### src/rtl/rv_pkg.sv
// RV64 decode stage definitions
package rv_pkg;

  localparam int XLEN   = 64;
  localparam int INST_W = 32;
  localparam int GPR_AW = 5;
  localparam int CSR_AW = 12;

  // major opcodes
  localparam logic [6:0] OP_LUI    = 7'b0110111;
  localparam logic [6:0] OP_AUIPC  = 7'b0010111;
  localparam logic [6:0] OP_JAL    = 7'b1101111;
  localparam logic [6:0] OP_JALR   = 7'b1100111;
  localparam logic [6:0] OP_BRANCH = 7'b1100011;
  localparam logic [6:0] OP_LOAD   = 7'b0000011;
  localparam logic [6:0] OP_STORE  = 7'b0100011;
  localparam logic [6:0] OP_IMM    = 7'b0010011;
  localparam logic [6:0] OP_IMM32  = 7'b0011011;
  localparam logic [6:0] OP_REG    = 7'b0110011;
  localparam logic [6:0] OP_REG32  = 7'b0111011;
  localparam logic [6:0] OP_SYSTEM = 7'b1110011;

  localparam logic [CSR_AW-1:0] CSR_MSTATUS = 12'h300;
  localparam logic [CSR_AW-1:0] CSR_MTVEC   = 12'h305;
  localparam logic [CSR_AW-1:0] CSR_MEPC    = 12'h341;
  localparam logic [CSR_AW-1:0] CSR_MCAUSE  = 12'h342;

  localparam logic [XLEN-1:0] CAUSE_ECALL_M = 64'd11;

  typedef enum logic [4:0] {
    ALU_ADD, ALU_SUB, ALU_SLL, ALU_SLT, ALU_SLTU, ALU_XOR,
    ALU_SRL, ALU_SRA, ALU_OR, ALU_AND, ALU_LUI
  } alu_op_e;

  typedef enum logic [2:0] {
    CSR_NONE, CSR_WRITE, CSR_SET, CSR_CLEAR
  } csr_op_e;

  typedef struct packed {
    logic [INST_W-1:0] inst;
    logic [XLEN-1:0]   pc;
  } fs_to_ds_t;

  typedef struct packed {
    logic       alu_src1_sel;  // 0 rs1, 1 pc
    logic [1:0] alu_src2_sel;  // 0 rs2, 1 imm, 2 constant 4
    logic       word_cut;
    alu_op_e    alu_op;
    logic       gpr_wen;
    logic       csr_wen;
    logic       mem_ren;
    logic       mem_wen;
    logic [2:0] mem_op;        // funct3
    logic       csr_inst_sel;  // csr read data goes to rd
    csr_op_e    csr_op;
    logic       ebreak;
    logic       invalid;
  } decode_ctrl_t;

  typedef struct packed {
    logic [XLEN-1:0]   rs1data;
    logic [XLEN-1:0]   rs2data;
    logic [XLEN-1:0]   csrrdata;
    logic [XLEN-1:0]   imm;
    logic [XLEN-1:0]   pc;
    logic [GPR_AW-1:0] rd;
    logic [CSR_AW-1:0] csr;
    decode_ctrl_t      ctrl;
  } ds_to_es_t;

  typedef struct packed {
    logic            taken;
    logic [XLEN-1:0] target;
  } br_bus_t;

  typedef struct packed {
    logic              gpr_wen;
    logic [GPR_AW-1:0] gpr_waddr;
    logic [XLEN-1:0]   gpr_wdata;
    logic              csr_wen;
    logic [CSR_AW-1:0] csr_waddr;
    logic [XLEN-1:0]   csr_wdata;
  } ws_to_rf_t;

  // zero means no destination
  typedef struct packed {
    logic [GPR_AW-1:0] gpr_rd;
    logic [CSR_AW-1:0] csr_rd;
  } stage_rd_t;

endpackage

### src/rtl/rv_decoder.sv
// RV64I and Zicsr instruction decoder
`timescale 1ns/10ps

module rv_decoder (
  input  logic [rv_pkg::INST_W-1:0] i_inst,
  output logic [rv_pkg::GPR_AW-1:0] o_rs1,
  output logic [rv_pkg::GPR_AW-1:0] o_rs2,
  output logic [rv_pkg::GPR_AW-1:0] o_rd,
  output logic [rv_pkg::CSR_AW-1:0] o_csr,
  output logic [rv_pkg::XLEN-1:0]   o_imm,
  output rv_pkg::decode_ctrl_t      o_ctrl,
  output logic                      o_bren,
  output logic [2:0]                o_brfunc,
  output logic                      o_jal,
  output logic                      o_jalr,
  output logic                      o_ecall,
  output logic                      o_mret
);
  import rv_pkg::*;

  localparam logic [INST_W-1:0] INST_ECALL  = 32'h0000_0073;
  localparam logic [INST_W-1:0] INST_EBREAK = 32'h0010_0073;
  localparam logic [INST_W-1:0] INST_MRET   = 32'h3020_0073;

  logic [6:0]      opcode;
  logic [2:0]      funct3;
  logic [6:0]      funct7;
  logic [XLEN-1:0] imm_i;
  logic [XLEN-1:0] imm_s;
  logic [XLEN-1:0] imm_b;
  logic [XLEN-1:0] imm_u;
  logic [XLEN-1:0] imm_j;
  logic [XLEN-1:0] imm_z;
  logic            legal;
  logic            alt;

  function automatic alu_op_e f3_alu(input logic [2:0] f3, input logic alt_op);
    case (f3)
      3'b000:  return alt_op ? ALU_SUB : ALU_ADD;
      3'b001:  return ALU_SLL;
      3'b010:  return ALU_SLT;
      3'b011:  return ALU_SLTU;
      3'b100:  return ALU_XOR;
      3'b101:  return alt_op ? ALU_SRA : ALU_SRL;
      3'b110:  return ALU_OR;
      default: return ALU_AND;
    endcase
  endfunction

  assign opcode = i_inst[6:0];
  assign funct3 = i_inst[14:12];
  assign funct7 = i_inst[31:25];

  // raw fields used by the hazard check in every format
  assign o_rs1 = i_inst[19:15];
  assign o_rs2 = i_inst[24:20];
  assign o_rd  = i_inst[11:7];
  assign o_csr = i_inst[31:20];

  assign imm_i = {{(XLEN-12){i_inst[31]}}, i_inst[31:20]};
  assign imm_s = {{(XLEN-12){i_inst[31]}}, i_inst[31:25], i_inst[11:7]};
  assign imm_b = {{(XLEN-12){i_inst[31]}}, i_inst[7], i_inst[30:25], i_inst[11:8], 1'b0};
  assign imm_u = {{(XLEN-32){i_inst[31]}}, i_inst[31:12], 12'b0};
  assign imm_j = {{(XLEN-20){i_inst[31]}}, i_inst[19:12], i_inst[20], i_inst[30:21], 1'b0};
  assign imm_z = {{(XLEN-5){1'b0}}, i_inst[19:15]};  // csr uimm

  assign alt = i_inst[30];

  always_comb begin
    o_ctrl        = '0;
    o_ctrl.mem_op = funct3;
    o_imm         = imm_i;
    o_bren        = 1'b0;
    o_brfunc      = funct3;
    o_jal         = 1'b0;
    o_jalr        = 1'b0;
    o_ecall       = 1'b0;
    o_mret        = 1'b0;
    legal         = 1'b1;
    case (opcode)
      OP_LUI: begin
        o_imm               = imm_u;
        o_ctrl.alu_op       = ALU_LUI;
        o_ctrl.alu_src2_sel = 2'd1;
        o_ctrl.gpr_wen      = 1'b1;
      end
      OP_AUIPC, OP_JAL: begin
        o_imm               = (opcode == OP_JAL) ? imm_j : imm_u;
        o_jal               = (opcode == OP_JAL);
        o_ctrl.alu_src1_sel = 1'b1;
        o_ctrl.alu_src2_sel = (opcode == OP_JAL) ? 2'd2 : 2'd1;  // link is pc + 4
        o_ctrl.gpr_wen      = 1'b1;
      end
      OP_JALR: begin
        legal               = (funct3 == 3'b000);
        o_jalr              = 1'b1;
        o_ctrl.alu_src1_sel = 1'b1;
        o_ctrl.alu_src2_sel = 2'd2;
        o_ctrl.gpr_wen      = 1'b1;
      end
      OP_BRANCH: begin
        legal  = (funct3[2:1] != 2'b01);
        o_imm  = imm_b;
        o_bren = 1'b1;
      end
      OP_LOAD: begin
        legal               = (funct3 != 3'b111);
        o_ctrl.alu_src2_sel = 2'd1;
        o_ctrl.mem_ren      = 1'b1;
        o_ctrl.gpr_wen      = 1'b1;
      end
      OP_STORE: begin
        legal               = !funct3[2];
        o_imm               = imm_s;
        o_ctrl.alu_src2_sel = 2'd1;
        o_ctrl.mem_wen      = 1'b1;
      end
      OP_IMM, OP_IMM32: begin
        if (opcode == OP_IMM32) begin
          legal = (funct3 == 3'b000) || (funct3 == 3'b001 && funct7 == 7'b0) ||
                  (funct3 == 3'b101 && (funct7 == 7'b0 || funct7 == 7'b0100000));
        end else if (funct3 == 3'b001) begin
          legal = (i_inst[31:26] == 6'b0);  // 6-bit shamt
        end else if (funct3 == 3'b101) begin
          legal = (i_inst[31:26] == 6'b0) || (i_inst[31:26] == 6'b010000);
        end
        o_ctrl.alu_op       = f3_alu(funct3, alt && funct3 == 3'b101);
        o_ctrl.alu_src2_sel = 2'd1;
        o_ctrl.word_cut     = (opcode == OP_IMM32);
        o_ctrl.gpr_wen      = 1'b1;
      end
      OP_REG, OP_REG32: begin
        legal = (funct7 == 7'b0) ||
                (funct7 == 7'b0100000 && (funct3 == 3'b000 || funct3 == 3'b101));
        if (opcode == OP_REG32 && funct3 != 3'b000 && funct3 != 3'b001 &&
            funct3 != 3'b101) begin
          legal = 1'b0;
        end
        o_ctrl.alu_op   = f3_alu(funct3, alt);
        o_ctrl.word_cut = (opcode == OP_REG32);
        o_ctrl.gpr_wen  = 1'b1;
      end
      OP_SYSTEM: begin
        o_imm = imm_z;
        if (funct3 == 3'b000) begin
          case (i_inst)
            INST_ECALL:  o_ecall = 1'b1;
            INST_EBREAK: o_ctrl.ebreak = 1'b1;
            INST_MRET:   o_mret = 1'b1;
            default:     legal = 1'b0;
          endcase
        end else begin
          legal               = (funct3 != 3'b100);
          o_ctrl.alu_src2_sel = funct3[2] ? 2'd1 : 2'd0;  // uimm or rs1
          o_ctrl.gpr_wen      = 1'b1;
          o_ctrl.csr_wen      = 1'b1;
          o_ctrl.csr_inst_sel = 1'b1;
          case (funct3[1:0])
            2'b01:   o_ctrl.csr_op = CSR_WRITE;
            2'b10:   o_ctrl.csr_op = CSR_SET;
            default: o_ctrl.csr_op = CSR_CLEAR;
          endcase
        end
      end
      default: legal = 1'b0;
    endcase

    if (!legal) begin  // nothing may write or redirect
      o_ctrl         = '0;
      o_ctrl.invalid = 1'b1;
      o_bren         = 1'b0;
      o_jal          = 1'b0;
      o_jalr         = 1'b0;
      o_ecall        = 1'b0;
      o_mret         = 1'b0;
    end
  end

endmodule

### src/rtl/rv_gpr_file.sv
// General register file
`timescale 1ns/10ps

module rv_gpr_file (
  input  logic                      i_clk,
  input  logic [rv_pkg::GPR_AW-1:0] i_raddr1,
  output logic [rv_pkg::XLEN-1:0]   o_rdata1,
  input  logic [rv_pkg::GPR_AW-1:0] i_raddr2,
  output logic [rv_pkg::XLEN-1:0]   o_rdata2,
  input  logic                      i_wen,
  input  logic [rv_pkg::GPR_AW-1:0] i_waddr,
  input  logic [rv_pkg::XLEN-1:0]   i_wdata
);
  import rv_pkg::*;

  logic [XLEN-1:0] regs [1:2**GPR_AW-1];  // no storage for x0

  always_ff @(posedge i_clk) begin
    if (i_wen && i_waddr != '0) begin
      regs[i_waddr] <= i_wdata;
    end
  end

  // no write bypass
  assign o_rdata1 = (i_raddr1 == '0) ? '0 : regs[i_raddr1];
  assign o_rdata2 = (i_raddr2 == '0) ? '0 : regs[i_raddr2];

endmodule

### src/rtl/rv_csr_file.sv
// Machine mode CSR file
`timescale 1ns/10ps

module rv_csr_file #(
  parameter logic [rv_pkg::XLEN-1:0] MTVEC_RESET = 64'h8000_0000
) (
  input  logic                      i_clk,
  input  logic                      i_reset,
  input  logic [rv_pkg::CSR_AW-1:0] i_raddr,
  output logic [rv_pkg::XLEN-1:0]   o_rdata,
  input  logic                      i_wen,
  input  logic [rv_pkg::CSR_AW-1:0] i_waddr,
  input  logic [rv_pkg::XLEN-1:0]   i_wdata,
  input  logic                      i_trap,
  input  logic [rv_pkg::XLEN-1:0]   i_epc,
  output logic [rv_pkg::XLEN-1:0]   o_mtvec,
  output logic [rv_pkg::XLEN-1:0]   o_mepc
);
  import rv_pkg::*;

  logic [XLEN-1:0] mstatus;
  logic [XLEN-1:0] mtvec;
  logic [XLEN-1:0] mepc;
  logic [XLEN-1:0] mcause;

  always_ff @(posedge i_clk) begin
    if (i_reset) begin
      mstatus <= '0;
      mtvec   <= MTVEC_RESET;
      mepc    <= '0;
      mcause  <= '0;
    end else begin
      if (i_wen) begin
        case (i_waddr)
          CSR_MSTATUS: mstatus <= i_wdata;
          CSR_MTVEC:   mtvec   <= i_wdata;
          CSR_MEPC:    mepc    <= i_wdata;
          CSR_MCAUSE:  mcause  <= i_wdata;
          default: ;
        endcase
      end
      // trap comes last, so it wins over writeback
      if (i_trap) begin
        mepc   <= i_epc;
        mcause <= CAUSE_ECALL_M;
      end
    end
  end

  always_comb begin
    case (i_raddr)
      CSR_MSTATUS: o_rdata = mstatus;
      CSR_MTVEC:   o_rdata = mtvec;
      CSR_MEPC:    o_rdata = mepc;
      CSR_MCAUSE:  o_rdata = mcause;
      default:     o_rdata = '0;
    endcase
  end

  assign o_mtvec = mtvec;
  assign o_mepc  = mepc;

  a_trap_capture: assert property (@(posedge i_clk) disable iff (i_reset)
    i_trap |=> (mepc == $past(i_epc) && mcause == CAUSE_ECALL_M));

endmodule

### src/rtl/rv_branch_unit.sv
// Branch, jump and trap redirect
`timescale 1ns/10ps

module rv_branch_unit (
  input  logic                    i_valid,
  input  logic [rv_pkg::XLEN-1:0] i_pc,
  input  logic [rv_pkg::XLEN-1:0] i_imm,
  input  logic [rv_pkg::XLEN-1:0] i_rs1data,
  input  logic [rv_pkg::XLEN-1:0] i_rs2data,
  input  logic                    i_bren,
  input  logic [2:0]              i_brfunc,
  input  logic                    i_jal,
  input  logic                    i_jalr,
  input  logic                    i_ecall,
  input  logic                    i_mret,
  input  logic [rv_pkg::XLEN-1:0] i_mtvec,
  input  logic [rv_pkg::XLEN-1:0] i_mepc,
  output rv_pkg::br_bus_t         o_br_bus
);
  import rv_pkg::*;

  logic            eq;
  logic            lt;
  logic            ltu;
  logic            cond;
  logic [XLEN-1:0] pc_rel;
  logic [XLEN-1:0] jalr_sum;

  assign eq  = (i_rs1data == i_rs2data);
  assign lt  = ($signed(i_rs1data) < $signed(i_rs2data));
  assign ltu = (i_rs1data < i_rs2data);

  always_comb begin
    case (i_brfunc)
      3'b000:  cond = eq;    // beq
      3'b001:  cond = !eq;   // bne
      3'b100:  cond = lt;
      3'b101:  cond = !lt;
      3'b110:  cond = ltu;
      3'b111:  cond = !ltu;
      default: cond = 1'b0;
    endcase
  end

  assign pc_rel   = i_pc + i_imm;
  assign jalr_sum = i_rs1data + i_imm;

  always_comb begin
    o_br_bus.taken = i_valid && ((i_bren && cond) || i_jal || i_jalr || i_ecall || i_mret);
    if (i_ecall) begin
      o_br_bus.target = i_mtvec;
    end else if (i_mret) begin
      o_br_bus.target = i_mepc;
    end else if (i_jalr) begin
      o_br_bus.target = {jalr_sum[XLEN-1:1], 1'b0};
    end else begin
      o_br_bus.target = pc_rel;  // branch or jal
    end
  end

endmodule

### src/rtl/rv_id_stage.sv
// Instruction decode stage
`timescale 1ns/10ps

module rv_id_stage #(
  parameter logic [rv_pkg::XLEN-1:0] MTVEC_RESET = 64'h8000_0000
) (
  input  logic              i_clk,
  input  logic              i_reset,
  input  logic              i_es_allowin,
  output logic              o_ds_allowin,
  input  logic              i_fs_to_ds_valid,
  input  rv_pkg::fs_to_ds_t i_fs_to_ds_bus,
  output logic              o_ds_to_es_valid,
  output rv_pkg::ds_to_es_t o_ds_to_es_bus,
  output rv_pkg::br_bus_t   o_br_bus,
  input  rv_pkg::ws_to_rf_t i_ws_to_rf_bus,
  input  rv_pkg::stage_rd_t i_es_rd,
  input  rv_pkg::stage_rd_t i_ms_rd,
  input  rv_pkg::stage_rd_t i_ws_rd
);
  import rv_pkg::*;

  logic              ds_valid;
  logic              ds_ready_go;
  logic              fire;
  fs_to_ds_t         ds_pkt;
  logic [GPR_AW-1:0] rs1;
  logic [GPR_AW-1:0] rs2;
  logic [GPR_AW-1:0] rd;
  logic [CSR_AW-1:0] csr;
  logic [XLEN-1:0]   imm;
  logic [XLEN-1:0]   rs1data;
  logic [XLEN-1:0]   rs2data;
  logic [XLEN-1:0]   csrrdata;
  logic [XLEN-1:0]   mtvec;
  logic [XLEN-1:0]   mepc;
  decode_ctrl_t      ctrl;
  logic              bren;
  logic [2:0]        brfunc;
  logic              jal;
  logic              jalr;
  logic              ecall;
  logic              mret;

  // pending write by a later stage to one of our sources
  function automatic logic stage_hit(input stage_rd_t s, input logic [GPR_AW-1:0] r1,
                                     input logic [GPR_AW-1:0] r2, input logic [CSR_AW-1:0] c);
    return ((s.gpr_rd != '0) && (s.gpr_rd == r1 || s.gpr_rd == r2)) ||
           ((s.csr_rd != '0) && (s.csr_rd == c));
  endfunction

  assign ds_ready_go = !(stage_hit(i_es_rd, rs1, rs2, csr) ||
                         stage_hit(i_ms_rd, rs1, rs2, csr) ||
                         stage_hit(i_ws_rd, rs1, rs2, csr));

  assign o_ds_allowin     = !ds_valid || (ds_ready_go && i_es_allowin);
  assign o_ds_to_es_valid = ds_valid && ds_ready_go;
  assign fire             = o_ds_to_es_valid && i_es_allowin;

  always_ff @(posedge i_clk) begin
    if (i_reset) begin
      ds_valid <= 1'b0;
    end else if (o_ds_allowin) begin
      ds_valid <= i_fs_to_ds_valid;
    end
  end

  always_ff @(posedge i_clk) begin
    if (i_fs_to_ds_valid && o_ds_allowin) begin
      ds_pkt <= i_fs_to_ds_bus;
    end
  end

  always_comb begin
    o_ds_to_es_bus.rs1data  = rs1data;
    o_ds_to_es_bus.rs2data  = rs2data;
    o_ds_to_es_bus.csrrdata = csrrdata;
    o_ds_to_es_bus.imm      = imm;
    o_ds_to_es_bus.pc       = ds_pkt.pc;
    o_ds_to_es_bus.rd       = rd;
    o_ds_to_es_bus.csr      = csr;
    o_ds_to_es_bus.ctrl     = ctrl;
  end

  rv_decoder u_decoder (
    .i_inst   (ds_pkt.inst),
    .o_rs1    (rs1),
    .o_rs2    (rs2),
    .o_rd     (rd),
    .o_csr    (csr),
    .o_imm    (imm),
    .o_ctrl   (ctrl),
    .o_bren   (bren),
    .o_brfunc (brfunc),
    .o_jal    (jal),
    .o_jalr   (jalr),
    .o_ecall  (ecall),
    .o_mret   (mret)
  );

  rv_gpr_file u_gpr_file (
    .i_clk    (i_clk),
    .i_raddr1 (rs1),
    .o_rdata1 (rs1data),
    .i_raddr2 (rs2),
    .o_rdata2 (rs2data),
    .i_wen    (i_ws_to_rf_bus.gpr_wen),
    .i_waddr  (i_ws_to_rf_bus.gpr_waddr),
    .i_wdata  (i_ws_to_rf_bus.gpr_wdata)
  );

  rv_csr_file #(
    .MTVEC_RESET (MTVEC_RESET)
  ) u_csr_file (
    .i_clk   (i_clk),
    .i_reset (i_reset),
    .i_raddr (csr),
    .o_rdata (csrrdata),
    .i_wen   (i_ws_to_rf_bus.csr_wen),
    .i_waddr (i_ws_to_rf_bus.csr_waddr),
    .i_wdata (i_ws_to_rf_bus.csr_wdata),
    .i_trap  (fire && ecall),  // capture once, as it leaves
    .i_epc   (ds_pkt.pc),
    .o_mtvec (mtvec),
    .o_mepc  (mepc)
  );

  rv_branch_unit u_branch_unit (
    .i_valid   (o_ds_to_es_valid),
    .i_pc      (ds_pkt.pc),
    .i_imm     (imm),
    .i_rs1data (rs1data),
    .i_rs2data (rs2data),
    .i_bren    (bren),
    .i_brfunc  (brfunc),
    .i_jal     (jal),
    .i_jalr    (jalr),
    .i_ecall   (ecall),
    .i_mret    (mret),
    .i_mtvec   (mtvec),
    .i_mepc    (mepc),
    .o_br_bus  (o_br_bus)
  );

  // held by execute, so neither packet nor register reads may move
  a_bus_hold: assert property (@(posedge i_clk) disable iff (i_reset)
    (o_ds_to_es_valid && !i_es_allowin) |=> $stable(o_ds_to_es_bus));

  a_taken_valid: assert property (@(posedge i_clk) disable iff (i_reset)
    o_br_bus.taken |-> o_ds_to_es_valid);

endmodule

### config.mk
export PLATFORM = sky130hd
export DESIGN_NAME = rv_id_stage
export DESIGN_NICKNAME = d
export VERILOG_FILES = /design/src/rtl/rv_pkg.sv /design/src/rtl/rv_decoder.sv /design/src/rtl/rv_gpr_file.sv /design/src/rtl/rv_csr_file.sv /design/src/rtl/rv_branch_unit.sv /design/src/rtl/rv_id_stage.sv
export SDC_FILE = /design/constraint.sdc
export NUM_CORES = 2
export LEC_CHECK = 0
export CAP_MARGIN = 10
export CELL_PAD_IN_SITES_DETAIL_PLACEMENT = 1
export CELL_PAD_IN_SITES_GLOBAL_PLACEMENT = 1
export CORE_MARGIN = 4
export CORE_UTILIZATION = 45
export CTS_CLUSTER_DIAMETER = 30
export DETAILED_ROUTE_END_ITERATION = 8
export DONT_BUFFER_PORTS = 1
export PLACE_DENSITY = 0.68
export SYNTH_ARGS = -nofsm -noshare
export SYNTH_HDL_FRONTEND = slang
export SYNTH_SLANG_ARGS = --single-unit
### constraint.sdc
create_clock -name i_clk -period 15.31 [get_ports i_clk]
set_input_delay 3.8275 -clock i_clk [delete_from_list [all_inputs] [get_ports i_clk]]
set_output_delay 3.8275 -clock i_clk [all_outputs]
set_load 0.005 [all_outputs]
==> results_dict.tcl <==
set metrics [dict create \
    critPathArrivalTime_ns 9.24 \
    rows 188 \
    fmax_ghz 0.0766 \
    synth_edf_count 2080 \
    synth_cell_types 96 \
    dieArea_um2 274000 \
    wl_met3_um 50000 \
    drive_above_1_share 0.270 \
    initial_utilization 0.454 \
    dpl.hpwl_um 279000 \
    holdWs_ns 0.453 \
    ys_warn_count 0 \
    required_ns 11.48 \
    ctsHoldBuffers 0 \
    remaining_drc_errors 0 \
    clockRootBuffer "clkbuf_16" \
    routedWlPerCell_um 38.0 \
    yosys.area_share.simple 0.0607 \
    grt_pass1_vias 83400 \
    port_buffers 0 \
    wl_met1_um 159000 \
    cts_num_sinks 2347 \
    synthMuxAreaShare 0.240 \
    hold_viol_final 0 \
    ys_seq_area_frac 0.568 \
    r2r-start "ds_pkt[79]" \
    r2r_end "u_csr_file.mcause[50]" \
    netlist_area_um2 119000 \
    synth_xor_area_frac 0.0132 \
    ys_dominant_reg_cell "edfxtp_1" \
    core_region_area_um2 263000 \
    post_cts.repair.setup_buffers 0 \
    grt_pass1_wl_um 634000 \
    die_w_um 523 \
    tritoncts "done" \
    hp-class "reg2reg" \
    vias_per_cell 6.73 \
    clk_latency_ns 0.92 \
    worst_pin_slew_ns 1.22 \
    peakVddDrop_mv 0.128 \
    ctsResizeCount 0 \
    met2_wirelength_um 213000 \
    synth_common_cells "edfxtp_1 (2080), mux4_2 (1129), nand2_1 (762)" \
    syn_avg_cell_area_um2 15.1 \
    globalRouteOverflowTotal 0 \
    period_needed_ns 13.06 \
    critPathCapture "o_br_bus[64]" \
    r2r_slack_ns 10.68 \
    antenna_found_initial 20 \
    rr_worst_depth 10 \
    relSlewSlack 0.183 \
    area_growth_pct 16.8 \
    synth_top_area_share 0.523 \
    clk_path_buf_depth 4 \
    num_vias 79800 \
    crit_fanout 29 \
    outcome "complete, no violations" \
    fill_cells 24400 \
    finClkSkew_ns 0.0648 \
    finalSetupViolations 0 \
    min_period_over_period 0.853 \
    end_kind "primary output" \
    power_density_nw_per_um2 152 \
    htree_levels 5 \
    initialDrtViolationCount 9232 \
    numCtsBuffers 481 \
    synthAdderAreaFrac 0.0200 \
    drv_slew 0 \
    ios 724 \
    yosys_register_bits 2347 \
    finish.utilization 0.530 \
    dieHeight_um 523 \
    clk_pin_slew_ns 0.05 \
    synthCells 7907 \
    grt_setup_unrepaired "no" \
    wl_um 451000 \
    synth_compound_area_frac 0.0690 \
    grt_usage 0.323 \
    grt_max_degree 198 \
    maxUsedRoutingLayer "met5" \
    antenna_left 0 \
    gp_congestion 0.889 \
    yosysMostFrequentCell "edfxtp_1" \
    p_leak_nw 46.9 \
    first_pass_iters 8 \
    cap_violations 0 \
    synth_area_leaders "edfxtp_1 (52%), mux4_2 (21%), dfxtp_1 (4.5%), nand2_1 (2.4%), mux2i_1 (2.3%)" \
    tns_ns 0 \
    layout.nets 8404 \
    critPathLaunchType "flip-flop" \
    critPathKind "reg2out" \
    synthArstFlopShare 0 \
    synth_area_leader_cell "edfxtp_1" \
    synth_top_family_by_area "multiplexers" \
]
## cell usage in the layout, fill, tap and decap left out, drive strengths merged, types with 29 or more instances in the layout
cell type,Yosys,layout
clkinvlp,0,56
clkinv,1,183
nor2,453,453
nor4,29,29
edfxtp,2080,2080
inv,111,154
a21o,179,179
mux4,1146,1146
xnor2,85,85
nand3,65,65
o22ai,29,29
nand2b,84,84
o21ai,163,163
nor3,57,57
buf,251,218
clkbuf,440,547
a22oi,134,134
xor2,95,95
nand2,764,764
o21bai,33,33
bufinv,0,66
nand4,60,60
mux2i,272,272
a211oi,87,87
ha,186,186
a21oi,537,537
dfxtp,267,267
## final cells by class
type                    count  area (um2)  area share
repair buffers            218        1870      0.0134
clock inverters           347        3920      0.0281
flip-flops and latches   2347       67800       0.486
clock buffers             547       12600      0.0902
multi-input cells        4758       48400       0.347
diodes                     18        45.0    0.000323
inverters                 112         430     0.00308
well taps                3515        4400      0.0315
## critical path, stage by stage (launching register included)
cell and delay (ns):
dfxtp_4 0.82, buf_4 0.51, buf_4 0.58, mux4_2 0.60
mux4_2 0.48, mux2i_1 0.51, nor2_1 0.30, ha_1 0.36
nand4_1 0.12, nor4_1 0.70, nand2_1 0.15, or3_1 0.76
nor4_1 0.61, nand3_1 0.13, a31oi_1 0.22, mux2i_1 0.21
a221oi_1 0.07, a211oi_1 0.79, o21a_1 0.29
## where the power goes
| group | switching [W] | total (W) | internal (W) | leakage, nW |
|---|---|---|---|---|
| logic | 0.00207 | 0.00342 | 0.00135 | 18.0 |
| registers | 0.000140 | 0.00721 | 0.00707 | 21.0 |
| clock network | 0.00358 | 0.0106 | 0.00699 | 7.95 |
| total | 0.00579 | 0.0212 | 0.0154 | 46.9 |
## through the flow
stage                     cells  worst slack (ns)  cell area [um2]  power (W)
after floorplan            7908              5.49           119000    0.00947
after global placement    11000              3.34           123000     0.0106
after detailed placement  11000              3.44           123000     0.0107
after CTS                 11800              2.40           139000     0.0213
after global routing      11800              1.89           139000     0.0219
final                     11900              2.25           140000     0.0212
## kinds of logic after synthesis
family / Yosys count
flip-flops: 2347
AND/OR/NAND/NOR: 1648
multiplexers: 1421
AO/OA/AOI/OAI: 1317
buffers and inverters: 803
adder cells (fa/ha/maj): 190
XOR/XNOR: 180
other: 1
## flip-flops by register name, summed over array words and instances (netlist names), named ones only
name,flops
o_ds_to_es_bus,64
u_csr_file.mstatus,64
u_csr_file.o_mepc,64
ds_valid,1
u_csr_file.o_mtvec,64
ds_pkt,32
u_csr_file.mcause,64
u_gpr_file.regs,1984
## worst min path at each step
| stage | from | endpoint | cells after the start | slack (ns) |
|---|---|---|---|---|
| after floorplan | u_csr_file.mcause[10] | u_csr_file.mcause[10] | 2 | 0.44 |
| after global placement | u_csr_file.mstatus[38] | u_csr_file.mstatus[38] | 2 | 0.44 |
| after detailed placement | u_csr_file.mstatus[60] | u_csr_file.mstatus[60] | 2 | 0.45 |
| after CTS | u_csr_file.mstatus[60] | u_csr_file.mstatus[60] | 2 | 0.45 |
| after global routing | u_csr_file.mcause[39] | u_csr_file.mcause[39] | 2 | 0.47 |
| final | u_csr_file.mcause[34] | u_csr_file.mcause[34] | 2 | 0.45 |
## per-layer routing
layer,track usage,vias up
met5,0,-
met4,0.176,12
met3,0.0965,1143
met2,0.518,4832
met1,0.395,42000
li1,-,31800
Note: power is estimated with default switching activity, not from simulation.
